===== config.mk =====
export PLATFORM = sky130hd
export DESIGN_NAME = ao_peripheral_subsystem
export DESIGN_NICKNAME = d
export VERILOG_FILES = /design/src/rtl/ao_periph_pkg.sv /design/src/rtl/ao_apb_port.sv /design/src/rtl/ao_bus_arbiter.sv /design/src/rtl/ao_fast_intr_ctrl.sv /design/src/rtl/ao_gpio.sv /design/src/rtl/ao_peripheral_subsystem.sv /design/src/rtl/ao_reg_demux.sv /design/src/rtl/ao_soc_ctrl.sv
export SDC_FILE = /design/constraint.sdc
export NUM_CORES = 1
export LEC_CHECK = 0
export BUFFER_PORTS_ARGS = -buffer_cell sky130_fd_sc_hd__buf_2
export CAP_MARGIN = 20
export CORE_UTILIZATION = 40
export CTS_BUF_LIST = sky130_fd_sc_hd__clkbuf_4
export DETAILED_ROUTE_END_ITERATION = 16
export PLACE_DENSITY = 0.72
export SYNTH_ARGS = -nofsm -noshare
export SYNTH_HDL_FRONTEND = slang
export SYNTH_HIERARCHICAL = 1
export SYNTH_SLANG_ARGS = --single-unit

===== constraint.sdc =====
create_clock -name clk_i -period 7.8 [get_ports clk_i]
set_clock_uncertainty 0.05 [all_clocks]
set_input_delay 0.39 -clock clk_i [delete_from_list [all_inputs] [get_ports clk_i]]
set_output_delay 0.39 -clock clk_i [all_outputs]
set_load 0.02 [all_outputs]

===== src/rtl/ao_periph_pkg.sv =====
// ~~~~~~~~~~~~~~~~~~~~~~~~~~~~~~~~~~~~~~~~~~~~~~~~~~~~~~~~~~~~~~~~~~~~~~~~~~
// Shared bus widths, address map and register offsets of the always-on
// peripheral block. Imported by every RTL module and by the testbench.
// ~~~~~~~~~~~~~~~~~~~~~~~~~~~~~~~~~~~~~~~~~~~~~~~~~~~~~~~~~~~~~~~~~~~~~~~~~~
package ao_periph_pkg;

  // Bus widths
  localparam int unsigned ADDR_W = 32;
  localparam int unsigned DATA_W = 32;

  typedef logic [ADDR_W-1:0] addr_t;
  typedef logic [DATA_W-1:0] data_t;

  // Peripheral indices on the register bus
  localparam int unsigned NUM_PERIPH = 3;

  typedef logic [1:0] periph_sel_t;

  localparam periph_sel_t SOC_CTRL_IDX  = 2'd0;
  localparam periph_sel_t FAST_INTR_IDX = 2'd1;
  localparam periph_sel_t GPIO_IDX      = 2'd2;

  // Address map, one 4 KiB region per peripheral
  localparam addr_t SOC_CTRL_BASE  = 32'h0000_0000;
  localparam addr_t FAST_INTR_BASE = 32'h0000_1000;
  localparam addr_t GPIO_BASE      = 32'h0000_2000;

  localparam int unsigned REGION_SIZE = 4096;

  typedef logic [11:0] offset_t;

  // System control
  localparam offset_t EXIT_VALID_OFS   = 12'h000;
  localparam offset_t EXIT_VALUE_OFS   = 12'h004;
  localparam offset_t BOOT_STRAP_OFS   = 12'h008;

  // Fast-interrupt controller
  localparam offset_t INTR_PENDING_OFS = 12'h000;
  localparam offset_t INTR_ENABLE_OFS  = 12'h004;

  // GPIO bank
  localparam offset_t GPIO_IN_OFS      = 12'h000;
  localparam offset_t GPIO_OUT_OFS     = 12'h004;
  localparam offset_t GPIO_OUT_EN_OFS  = 12'h008;
  localparam offset_t GPIO_INTR_EN_OFS = 12'h00C;

endpackage


===== src/rtl/ao_apb_port.sv =====
// ~~~~~~~~~~~~~~~~~~~~~~~~~~~~~~~~~~~~~~~~~~~~~~~~~~~~~~~~~~~~~~~~~~~~~~~~~~
// APB3 slave endpoint for one bus master. Holds the request towards the
// arbiter and answers with a one-cycle pready after the grant.
// ~~~~~~~~~~~~~~~~~~~~~~~~~~~~~~~~~~~~~~~~~~~~~~~~~~~~~~~~~~~~~~~~~~~~~~~~~~
`timescale 1ns/1ps

module ao_apb_port (
  input  logic                 clk_i,
  input  logic                 arst_n_i,
  // APB slave side
  input  logic                 psel_i,
  input  logic                 penable_i,
  input  logic                 pwrite_i,
  input  ao_periph_pkg::addr_t paddr_i,
  input  ao_periph_pkg::data_t pwdata_i,
  output logic                 pready_o,
  output ao_periph_pkg::data_t prdata_o,
  output logic                 pslverr_o,
  // Request towards the arbiter
  output logic                 req_o,
  output logic                 req_write_o,
  output ao_periph_pkg::addr_t req_addr_o,
  output ao_periph_pkg::data_t req_wdata_o,
  input  logic                 gnt_i,
  input  ao_periph_pkg::data_t rsp_rdata_i,
  input  logic                 rsp_err_i
);
  import ao_periph_pkg::*;

  logic  access;
  logic  served_q;
  logic  pready_q;
  logic  err_q;
  data_t rdata_q;

  assign access = psel_i & penable_i;

  // Pending from the first access cycle until granted
  assign req_o       = access & ~served_q;
  assign req_write_o = pwrite_i;
  assign req_addr_o  = paddr_i;
  assign req_wdata_o = pwdata_i;

  always_ff @(posedge clk_i or negedge arst_n_i) begin
    if (!arst_n_i) begin
      served_q <= 1'b0;
      pready_q <= 1'b0;
      err_q    <= 1'b0;
    end else begin
      pready_q <= gnt_i;
      err_q    <= gnt_i & rsp_err_i;
      // Stays served until the master leaves the access phase
      if (gnt_i) begin
        served_q <= 1'b1;
      end else if (!access) begin
        served_q <= 1'b0;
      end
    end
  end

  always_ff @(posedge clk_i) begin
    if (gnt_i) begin
      rdata_q <= rsp_rdata_i;
    end
  end

  assign pready_o  = pready_q;
  assign prdata_o  = rdata_q;
  assign pslverr_o = err_q;

endmodule


===== src/rtl/ao_bus_arbiter.sv =====
// ~~~~~~~~~~~~~~~~~~~~~~~~~~~~~~~~~~~~~~~~~~~~~~~~~~~~~~~~~~~~~~~~~~~~~~~~~~
// Round-robin arbiter between the master ports. Grants one request per
// cycle and drives it onto the single-cycle register bus.
// ~~~~~~~~~~~~~~~~~~~~~~~~~~~~~~~~~~~~~~~~~~~~~~~~~~~~~~~~~~~~~~~~~~~~~~~~~~
`timescale 1ns/1ps

module ao_bus_arbiter #(
  parameter int unsigned NUM_MASTERS = 2
) (
  input  logic                                    clk_i,
  input  logic                                    arst_n_i,
  // Per-master requests
  input  logic                  [NUM_MASTERS-1:0] req_i,
  input  logic                  [NUM_MASTERS-1:0] req_write_i,
  input  ao_periph_pkg::addr_t  [NUM_MASTERS-1:0] req_addr_i,
  input  ao_periph_pkg::data_t  [NUM_MASTERS-1:0] req_wdata_i,
  output logic                  [NUM_MASTERS-1:0] gnt_o,
  // Register bus
  output logic                                    bus_valid_o,
  output logic                                    bus_write_o,
  output ao_periph_pkg::addr_t                    bus_addr_o,
  output ao_periph_pkg::data_t                    bus_wdata_o,
  input  ao_periph_pkg::data_t                    bus_rdata_i,
  input  logic                                    bus_err_i,
  // Shared response, taken only by the granted port
  output ao_periph_pkg::data_t                    rsp_rdata_o,
  output logic                                    rsp_err_o
);

  localparam int unsigned IDX_W = (NUM_MASTERS > 1) ? $clog2(NUM_MASTERS) : 1;

  logic [IDX_W-1:0] ptr_q;
  logic [IDX_W-1:0] sel;
  logic             found;

  // First requester at or after the pointer
  always_comb begin
    int unsigned idx;
    found = 1'b0;
    sel   = '0;
    for (int unsigned i = 0; i < NUM_MASTERS; i++) begin
      idx = (int'(ptr_q) + i) % NUM_MASTERS;
      if (!found && req_i[idx]) begin
        found = 1'b1;
        sel   = idx[IDX_W-1:0];
      end
    end
  end

  always_comb begin
    for (int unsigned i = 0; i < NUM_MASTERS; i++) begin
      gnt_o[i] = found && (int'(sel) == i);
    end
  end

  always_ff @(posedge clk_i or negedge arst_n_i) begin
    if (!arst_n_i) begin
      ptr_q <= '0;
    end else if (found) begin
      ptr_q <= (int'(sel) == NUM_MASTERS - 1) ? '0 : sel + 1'b1;
    end
  end

  assign bus_valid_o = found;
  assign bus_write_o = req_write_i[sel];
  assign bus_addr_o  = req_addr_i[sel];
  assign bus_wdata_o = req_wdata_i[sel];

  assign rsp_rdata_o = bus_rdata_i;
  assign rsp_err_o   = bus_err_i;

endmodule


===== src/rtl/ao_fast_intr_ctrl.sv =====
// ~~~~~~~~~~~~~~~~~~~~~~~~~~~~~~~~~~~~~~~~~~~~~~~~~~~~~~~~~~~~~~~~~~~~~~~~~~
// Fast-interrupt controller with sticky pending bits and an enable mask.
// Software clears a pending bit by writing 1 to it.
// ~~~~~~~~~~~~~~~~~~~~~~~~~~~~~~~~~~~~~~~~~~~~~~~~~~~~~~~~~~~~~~~~~~~~~~~~~~
`timescale 1ns/1ps

module ao_fast_intr_ctrl #(
  parameter int unsigned FAST_INTR_W = 15
) (
  input  logic                   clk_i,
  input  logic                   arst_n_i,
  input  logic                   sel_i,
  input  logic                   write_i,
  input  ao_periph_pkg::offset_t offset_i,
  input  ao_periph_pkg::data_t   wdata_i,
  output ao_periph_pkg::data_t   rdata_o,
  input  logic [FAST_INTR_W-1:0] fast_intr_i,
  output logic [FAST_INTR_W-1:0] fast_intr_o
);
  import ao_periph_pkg::*;

  logic                   we;
  logic [FAST_INTR_W-1:0] clr;
  logic [FAST_INTR_W-1:0] pending_q;
  logic [FAST_INTR_W-1:0] enable_q;

  assign we  = sel_i & write_i;
  assign clr = (we && offset_i == INTR_PENDING_OFS) ? wdata_i[FAST_INTR_W-1:0] : '0;

  always_ff @(posedge clk_i or negedge arst_n_i) begin
    if (!arst_n_i) begin
      pending_q <= '0;
      enable_q  <= '0;
    end else begin
      // A new event beats a clear in the same cycle
      pending_q <= (pending_q & ~clr) | fast_intr_i;
      if (we && offset_i == INTR_ENABLE_OFS) begin
        enable_q <= wdata_i[FAST_INTR_W-1:0];
      end
    end
  end

  always_comb begin
    case (offset_i)
      INTR_PENDING_OFS: rdata_o = data_t'(pending_q);
      INTR_ENABLE_OFS:  rdata_o = data_t'(enable_q);
      default:          rdata_o = '0;
    endcase
  end

  assign fast_intr_o = pending_q & enable_q;

endmodule


===== src/rtl/ao_gpio.sv =====
// ~~~~~~~~~~~~~~~~~~~~~~~~~~~~~~~~~~~~~~~~~~~~~~~~~~~~~~~~~~~~~~~~~~~~~~~~~~
// GPIO bank with output, output enable, synchronised input and level
// interrupts masked by INTR_EN.
// ~~~~~~~~~~~~~~~~~~~~~~~~~~~~~~~~~~~~~~~~~~~~~~~~~~~~~~~~~~~~~~~~~~~~~~~~~~
`timescale 1ns/1ps

module ao_gpio #(
  parameter int unsigned GPIO_W = 8
) (
  input  logic                   clk_i,
  input  logic                   arst_n_i,
  input  logic                   sel_i,
  input  logic                   write_i,
  input  ao_periph_pkg::offset_t offset_i,
  input  ao_periph_pkg::data_t   wdata_i,
  output ao_periph_pkg::data_t   rdata_o,
  input  logic [GPIO_W-1:0]      gpio_i,
  output logic [GPIO_W-1:0]      gpio_o,
  output logic [GPIO_W-1:0]      gpio_en_o,
  output logic [GPIO_W-1:0]      intr_gpio_o
);
  import ao_periph_pkg::*;

  logic              we;
  logic [GPIO_W-1:0] meta_q;
  logic [GPIO_W-1:0] sync_q;
  logic [GPIO_W-1:0] out_q;
  logic [GPIO_W-1:0] out_en_q;
  logic [GPIO_W-1:0] intr_en_q;

  assign we = sel_i & write_i;

  always_ff @(posedge clk_i or negedge arst_n_i) begin
    if (!arst_n_i) begin
      meta_q    <= '0;
      sync_q    <= '0;
      out_q     <= '0;
      out_en_q  <= '0;
      intr_en_q <= '0;
    end else begin
      // Two-flop input synchroniser
      meta_q <= gpio_i;
      sync_q <= meta_q;
      if (we) begin
        case (offset_i)
          GPIO_OUT_OFS:     out_q     <= wdata_i[GPIO_W-1:0];
          GPIO_OUT_EN_OFS:  out_en_q  <= wdata_i[GPIO_W-1:0];
          GPIO_INTR_EN_OFS: intr_en_q <= wdata_i[GPIO_W-1:0];
          default:          ;
        endcase
      end
    end
  end

  always_comb begin
    case (offset_i)
      GPIO_IN_OFS:      rdata_o = data_t'(sync_q);
      GPIO_OUT_OFS:     rdata_o = data_t'(out_q);
      GPIO_OUT_EN_OFS:  rdata_o = data_t'(out_en_q);
      GPIO_INTR_EN_OFS: rdata_o = data_t'(intr_en_q);
      default:          rdata_o = '0;
    endcase
  end

  assign gpio_o      = out_q;
  assign gpio_en_o   = out_en_q;
  assign intr_gpio_o = sync_q & intr_en_q;

endmodule


===== src/rtl/ao_peripheral_subsystem.sv =====
// ~~~~~~~~~~~~~~~~~~~~~~~~~~~~~~~~~~~~~~~~~~~~~~~~~~~~~~~~~~~~~~~~~~~~~~~~~~
// Always-on peripheral block: one APB port per master, a round-robin
// arbiter, the register decoder and the three register peripherals.
// ~~~~~~~~~~~~~~~~~~~~~~~~~~~~~~~~~~~~~~~~~~~~~~~~~~~~~~~~~~~~~~~~~~~~~~~~~~
`timescale 1ns/1ps

module ao_peripheral_subsystem #(
  parameter int unsigned NUM_MASTERS = 2,
  parameter int unsigned GPIO_W      = 8,
  parameter int unsigned FAST_INTR_W = 15
) (
  input  logic                                   clk_i,
  input  logic                                   arst_n_i,
  // APB ports, one per master
  input  logic                 [NUM_MASTERS-1:0] psel_i,
  input  logic                 [NUM_MASTERS-1:0] penable_i,
  input  logic                 [NUM_MASTERS-1:0] pwrite_i,
  input  ao_periph_pkg::addr_t [NUM_MASTERS-1:0] paddr_i,
  input  ao_periph_pkg::data_t [NUM_MASTERS-1:0] pwdata_i,
  output logic                 [NUM_MASTERS-1:0] pready_o,
  output ao_periph_pkg::data_t [NUM_MASTERS-1:0] prdata_o,
  output logic                 [NUM_MASTERS-1:0] pslverr_o,
  // System control
  input  logic                                   boot_select_i,
  input  logic                                   execute_from_flash_i,
  output logic                                   exit_valid_o,
  output ao_periph_pkg::data_t                   exit_value_o,
  // Fast interrupts
  input  logic                 [FAST_INTR_W-1:0] fast_intr_i,
  output logic                 [FAST_INTR_W-1:0] fast_intr_o,
  // GPIO
  input  logic                 [GPIO_W-1:0]      gpio_i,
  output logic                 [GPIO_W-1:0]      gpio_o,
  output logic                 [GPIO_W-1:0]      gpio_en_o,
  output logic                 [GPIO_W-1:0]      intr_gpio_o
);
  import ao_periph_pkg::*;

  logic  [NUM_MASTERS-1:0] req;
  logic  [NUM_MASTERS-1:0] req_write;
  addr_t [NUM_MASTERS-1:0] req_addr;
  data_t [NUM_MASTERS-1:0] req_wdata;
  logic  [NUM_MASTERS-1:0] gnt;
  data_t                   rsp_rdata;
  logic                    rsp_err;

  logic  bus_valid;
  logic  bus_write;
  addr_t bus_addr;
  data_t bus_wdata;
  data_t bus_rdata;
  logic  bus_err;

  logic  [NUM_PERIPH-1:0] periph_sel;
  logic                   periph_write;
  offset_t                periph_offset;
  data_t                  periph_wdata;
  data_t [NUM_PERIPH-1:0] periph_rdata;

  for (genvar m = 0; m < NUM_MASTERS; m++) begin : gen_apb_port
    ao_apb_port u_apb_port (
      .clk_i       (clk_i),
      .arst_n_i    (arst_n_i),
      .psel_i      (psel_i[m]),
      .penable_i   (penable_i[m]),
      .pwrite_i    (pwrite_i[m]),
      .paddr_i     (paddr_i[m]),
      .pwdata_i    (pwdata_i[m]),
      .pready_o    (pready_o[m]),
      .prdata_o    (prdata_o[m]),
      .pslverr_o   (pslverr_o[m]),
      .req_o       (req[m]),
      .req_write_o (req_write[m]),
      .req_addr_o  (req_addr[m]),
      .req_wdata_o (req_wdata[m]),
      .gnt_i       (gnt[m]),
      .rsp_rdata_i (rsp_rdata),
      .rsp_err_i   (rsp_err)
    );
  end

  ao_bus_arbiter #(
    .NUM_MASTERS (NUM_MASTERS)
  ) u_bus_arbiter (
    .clk_i       (clk_i),
    .arst_n_i    (arst_n_i),
    .req_i       (req),
    .req_write_i (req_write),
    .req_addr_i  (req_addr),
    .req_wdata_i (req_wdata),
    .gnt_o       (gnt),
    .bus_valid_o (bus_valid),
    .bus_write_o (bus_write),
    .bus_addr_o  (bus_addr),
    .bus_wdata_o (bus_wdata),
    .bus_rdata_i (bus_rdata),
    .bus_err_i   (bus_err),
    .rsp_rdata_o (rsp_rdata),
    .rsp_err_o   (rsp_err)
  );

  ao_reg_demux u_reg_demux (
    .bus_valid_i (bus_valid),
    .bus_write_i (bus_write),
    .bus_addr_i  (bus_addr),
    .bus_wdata_i (bus_wdata),
    .bus_rdata_o (bus_rdata),
    .bus_err_o   (bus_err),
    .sel_o       (periph_sel),
    .write_o     (periph_write),
    .offset_o    (periph_offset),
    .wdata_o     (periph_wdata),
    .rdata_i     (periph_rdata)
  );

  ao_soc_ctrl u_soc_ctrl (
    .clk_i                (clk_i),
    .arst_n_i             (arst_n_i),
    .sel_i                (periph_sel[SOC_CTRL_IDX]),
    .write_i              (periph_write),
    .offset_i             (periph_offset),
    .wdata_i              (periph_wdata),
    .rdata_o              (periph_rdata[SOC_CTRL_IDX]),
    .boot_select_i        (boot_select_i),
    .execute_from_flash_i (execute_from_flash_i),
    .exit_valid_o         (exit_valid_o),
    .exit_value_o         (exit_value_o)
  );

  ao_fast_intr_ctrl #(
    .FAST_INTR_W (FAST_INTR_W)
  ) u_fast_intr_ctrl (
    .clk_i       (clk_i),
    .arst_n_i    (arst_n_i),
    .sel_i       (periph_sel[FAST_INTR_IDX]),
    .write_i     (periph_write),
    .offset_i    (periph_offset),
    .wdata_i     (periph_wdata),
    .rdata_o     (periph_rdata[FAST_INTR_IDX]),
    .fast_intr_i (fast_intr_i),
    .fast_intr_o (fast_intr_o)
  );

  ao_gpio #(
    .GPIO_W (GPIO_W)
  ) u_gpio (
    .clk_i       (clk_i),
    .arst_n_i    (arst_n_i),
    .sel_i       (periph_sel[GPIO_IDX]),
    .write_i     (periph_write),
    .offset_i    (periph_offset),
    .wdata_i     (periph_wdata),
    .rdata_o     (periph_rdata[GPIO_IDX]),
    .gpio_i      (gpio_i),
    .gpio_o      (gpio_o),
    .gpio_en_o   (gpio_en_o),
    .intr_gpio_o (intr_gpio_o)
  );

endmodule


===== src/rtl/ao_reg_demux.sv =====
// ~~~~~~~~~~~~~~~~~~~~~~~~~~~~~~~~~~~~~~~~~~~~~~~~~~~~~~~~~~~~~~~~~~~~~~~~~~
// Address decoder of the register bus. Selects one peripheral, returns its
// read data and flags accesses outside every region.
// ~~~~~~~~~~~~~~~~~~~~~~~~~~~~~~~~~~~~~~~~~~~~~~~~~~~~~~~~~~~~~~~~~~~~~~~~~~
`timescale 1ns/1ps

module ao_reg_demux (
  // Register bus from the arbiter
  input  logic                                                    bus_valid_i,
  input  logic                                                    bus_write_i,
  input  ao_periph_pkg::addr_t                                    bus_addr_i,
  input  ao_periph_pkg::data_t                                    bus_wdata_i,
  output ao_periph_pkg::data_t                                    bus_rdata_o,
  output logic                                                    bus_err_o,
  // Peripheral side
  output logic                 [ao_periph_pkg::NUM_PERIPH-1:0]    sel_o,
  output logic                                                    write_o,
  output ao_periph_pkg::offset_t                                  offset_o,
  output ao_periph_pkg::data_t                                    wdata_o,
  input  ao_periph_pkg::data_t [ao_periph_pkg::NUM_PERIPH-1:0]    rdata_i
);
  import ao_periph_pkg::*;

  logic [NUM_PERIPH-1:0] hit;

  // Unsigned distance from each base wraps for addresses below it
  assign hit[SOC_CTRL_IDX]  = (bus_addr_i - SOC_CTRL_BASE) < REGION_SIZE;
  assign hit[FAST_INTR_IDX] = (bus_addr_i - FAST_INTR_BASE) < REGION_SIZE;
  assign hit[GPIO_IDX]      = (bus_addr_i - GPIO_BASE) < REGION_SIZE;

  assign sel_o     = bus_valid_i ? hit : '0;
  assign bus_err_o = bus_valid_i & ~|hit;
  assign write_o   = bus_write_i;
  assign offset_o  = bus_addr_i[$bits(offset_t)-1:0];
  assign wdata_o   = bus_wdata_i;

  // Unmapped reads return zero
  always_comb begin
    bus_rdata_o = '0;
    for (int p = 0; p < NUM_PERIPH; p++) begin
      if (hit[p]) begin
        bus_rdata_o = rdata_i[p];
      end
    end
  end

endmodule


===== src/rtl/ao_soc_ctrl.sv =====
// ~~~~~~~~~~~~~~~~~~~~~~~~~~~~~~~~~~~~~~~~~~~~~~~~~~~~~~~~~~~~~~~~~~~~~~~~~~
// System control registers: exit flag, exit value and boot strap read-back.
// ~~~~~~~~~~~~~~~~~~~~~~~~~~~~~~~~~~~~~~~~~~~~~~~~~~~~~~~~~~~~~~~~~~~~~~~~~~
`timescale 1ns/1ps

module ao_soc_ctrl (
  input  logic                   clk_i,
  input  logic                   arst_n_i,
  input  logic                   sel_i,
  input  logic                   write_i,
  input  ao_periph_pkg::offset_t offset_i,
  input  ao_periph_pkg::data_t   wdata_i,
  output ao_periph_pkg::data_t   rdata_o,
  input  logic                   boot_select_i,
  input  logic                   execute_from_flash_i,
  output logic                   exit_valid_o,
  output ao_periph_pkg::data_t   exit_value_o
);
  import ao_periph_pkg::*;

  logic  we;
  logic  exit_valid_q;
  data_t exit_value_q;

  assign we = sel_i & write_i;

  always_ff @(posedge clk_i or negedge arst_n_i) begin
    if (!arst_n_i) begin
      exit_valid_q <= 1'b0;
      exit_value_q <= '0;
    end else if (we) begin
      if (offset_i == EXIT_VALID_OFS) begin
        exit_valid_q <= wdata_i[0];
      end
      if (offset_i == EXIT_VALUE_OFS) begin
        exit_value_q <= wdata_i;
      end
    end
  end

  always_comb begin
    case (offset_i)
      EXIT_VALID_OFS: rdata_o = data_t'(exit_valid_q);
      EXIT_VALUE_OFS: rdata_o = exit_value_q;
      // Straps read live, bit 1 is the flash boot request
      BOOT_STRAP_OFS: rdata_o = data_t'({execute_from_flash_i, boot_select_i});
      default:        rdata_o = '0;
    endcase
  end

  assign exit_valid_o = exit_valid_q;
  assign exit_value_o = exit_value_q;

endmodule


==> out/metrics.csv <==
stage,metric,value,unit
global_routing,track_usage,0.185,
floorplan,die-area,0.0288,mm2
global_routing,grt_pass1_vias,7095,
route,drt_iter0_markers,465,
sta,tns,0,ps
global_routing,grt_max_degree,78,
global_routing,grt-ovfl-total,0,
synth,yosysWarnings,6,
layout,drive_gt1_frac,0.471,
sta,fin_crit_sh,0.738,
layout,final_nets,1237,
sta,hold_viol,0,
cts,clk_pin_slew,160,ps
global_routing,grt_pass1_wl,40500,um
synth,postSynthCellCount,973,
worst_setup_path,path_class,in2reg,
worst_setup_path,worst-path-max-fanout,37,
layout,area_growth,6.07,%
worst_setup_path,cp.required,8210,ps
synth,synthArstFlopShare,0.632,
synth,ys_types,63,
floorplan,start_util,0.406,
sta,rsz0062_at_grt,false,
layout,multi_input_area,0.00457,mm2
worst_setup_path,cp-start-kind,input port,
synth,avgSynthCellArea,11.6,um2
sta,worst_slew_pin_slew,1000,ps
cts,ctsResizeCount,0,
cts,clock_latency,570,ps
global_routing,antenna_found_initial,1,
cts,clockRootBuffer,clkbuf_4,
route,viasPerCell,4.90,
floorplan,dieHeight,170,um
synth,ys_seq_area_frac,0.415,
route,wl,26400,um
sta,whs,86.0,ps
floorplan,rows,61,
power,p_per_area,153,mW/mm2
layout,final.fill_count,2689,
route,via_count,7191,
power,peakVddDrop,0.0000783,V
cts,clock-sinks,174,
placed_design,port_buffers,300,
cts,tritoncts,built,
cts,ctsHoldBuffers,28,
floorplan,core,0.0278,mm2
synth,ys_ff_latch,174,
worst_setup_path,cp-end-kind,flop,
route,ant_nets,0,
power,fin_total_pwr,1830,uW
sta,maxSlewViolCount,0,
power,p_leak,0.00593,uW
placed_design,gp_congestion,0.811,
placed_design,dp_hpwl,18600,um
synth,synth-edff-count,64,
cts,cts_setup_buffers,0,
route,drc,0,
floorplan,fp.dieW,170,um
route,firstDrtPassIters,7,
synth,synth_area,0.0113,mm2
synth,synth-main-ff-cell,dfrtp_1,
sta,max_freq,174,MHz
layout,register_area,0.00467,mm2
floorplan,ios,301,
run_status,status,"finished, final reports clean",
worst_setup_path,crit_arrival,6160,ps
job,maxCapViolations,0,
sta,period_needed,5760,ps
cts,h-tree-depth,4,
sta,relSlewSlack,0.333,
cts,numCtsBuffers,17,
sta,setup_viol,0,
cts,clockBufferDepth,2,
min_path,hold_class,in2reg,
route,wl_per_cell,18.0,um
## layout by cell type, fill, tap and decap left out, types with 4 or more instances in the layout
cell and instances:
a221o_1 32, and2_1 57, clkbuf_4 19, mux2_4 49
nor4_1 4, and3_1 63, mux2_2 81, a21oi_1 5
dfrtp_1 110, nor2_1 40, buf_4 10, mux4_2 8
or4_1 5, nor3_1 7, dlygate4sd3_1 28, inv_1 20
mux2_1 7, edfxtp_1 64, conb_1 41, mux2i_1 18
nor4_4 7, a31oi_1 15, buf_2 299, or2_2 6
nand3_1 7, nor2b_1 9, inv_6 5
## state kept, by name, summed over array words and instances (netlist names), 2 cells and up
name	cells
gen_apb_port.u_apb_port/served_q	2
u_gpio/gpio_o	8
u_fast_intr_ctrl/pending_q	15
u_gpio/intr_en_q	8
gen_apb_port.u_apb_port/pready_o	2
u_gpio/sync_q	8
u_soc_ctrl/exit_value_o	32
gen_apb_port.u_apb_port/pslverr_o	2
gen_apb_port.u_apb_port/prdata_o	64
u_gpio/gpio_en_o	8
u_fast_intr_ctrl/enable_q	15
u_gpio/meta_q	8
## report_power, final
part           total [uW]  internal, uW  switching [uW]
Combinational         297           128             169
Sequential            980           972            7.90
Clock                 555           207             348
## per-stage QoR
step,instance area [um2],cells,util,setup WS [ps]
2_1_floorplan,11400,1012,-,3490
3_3_place_gp,11400,1405,0.409,2210
3_5_place_dp,11400,1405,0.409,2040
4_1_cts,11900,1465,0.430,2090
5_1_grt,11900,1466,0.430,1800
6_report,12000,1468,0.430,2040
## path summary, 6_finish.rpt
path | start | endpoint | slack, ps | cells after the start
max reg2reg | gen_apb_port[0].u_apb_port/served_q | u_gpio/gpio_en_o[0] | 2100 | 13
min | pwdata_i[13] | u_fast_intr_ctrl/pending_q[13] | 90 | 3
min reg2reg | u_gpio/meta_q[0] | u_gpio/sync_q[0] | 320 | 0
max | penable_i[0] | u_gpio/gpio_en_o[0] | 2040 | 15
min in group asynchronous | arst_n_i | gen_apb_port[0].u_apb_port/pready_o | 240 | 2
max in group asynchronous | arst_n_i | u_fast_intr_ctrl/pending_q[3] | 6040 | 3
## critical path, stage by stage
cell	delay, ps
dlygate4sd3_1	560
buf_2	130
and3b_1	210
nand2b_1	110
nand2_4	400
buf_4	630
mux2_4	410
or4b_1	580
o41ai_1	340
o211a_1	240
o2111a_2	770
and2_1	310
nand4b_1	170
nor4_4	500
mux2_2	400
## logic make-up (layout without fill, tap and decap cells)
kind of cell	count (synthesis)	in the layout	share of synthesized area
multiplexers	163	163	0.185
adder cells (fa/ha/maj)	2	2	0.00222
buffers and inverters	315	390	0.199
XOR/XNOR	1	1	0.000777
flip-flops	174	174	0.415
AND/OR/NAND/NOR	242	242	0.142
other	2	44	0.000667
AO/OA/AOI/OAI	74	74	0.0550
## Yosys cell counts (3+ instances only)
master	count	area [um2]
nand2_1	4	15.0
nor4_4	7	149
nand3_1	7	35.0
and2_1	57	357
a31oi_1	15	93.8
a21oi_1	5	25.0
buf_6	15	169
mux2_4	49	736
nand4b_1	3	26.3
mux2_1	7	78.8
a221o_1	32	320
nor2_1	41	154
mux2_2	81	912
nand4_1	3	18.8
nor4b_1	4	35.0
o21ai_0	3	15.0
or2_2	6	37.5
mux2i_1	18	180
and3_1	63	394
buf_4	252	1890
buf_2	4	20.0
inv_1	21	78.8
mux4_2	8	180
nor2b_1	9	56.3
dfrtp_1	110	2750
and3b_1	3	26.3
clkbuf_1	21	78.8
or4_1	5	37.5
edfxtp_1	64	1920
nor3_1	7	35.0
nor4_1	4	25.0
## cell type report
type | instances | area share
repair buffers | 337 | 0.155
diodes | 3 | 0.000628
well taps | 378 | 0.0396
multi-input cells | 523 | 0.382
clock buffers | 19 | 0.0119
inverters | 21 | 0.00660
clock inverters | 13 | 0.0128
flip-flops and latches | 174 | 0.391
## per-layer routing
metal  GRT usage  part of all wire
met5           0                 0
met3      0.0333             0.046
met2       0.319              0.50
met4      0.0603             0.018
met1       0.234              0.44
No activity file was read; power rests on OpenSTA's default activity.
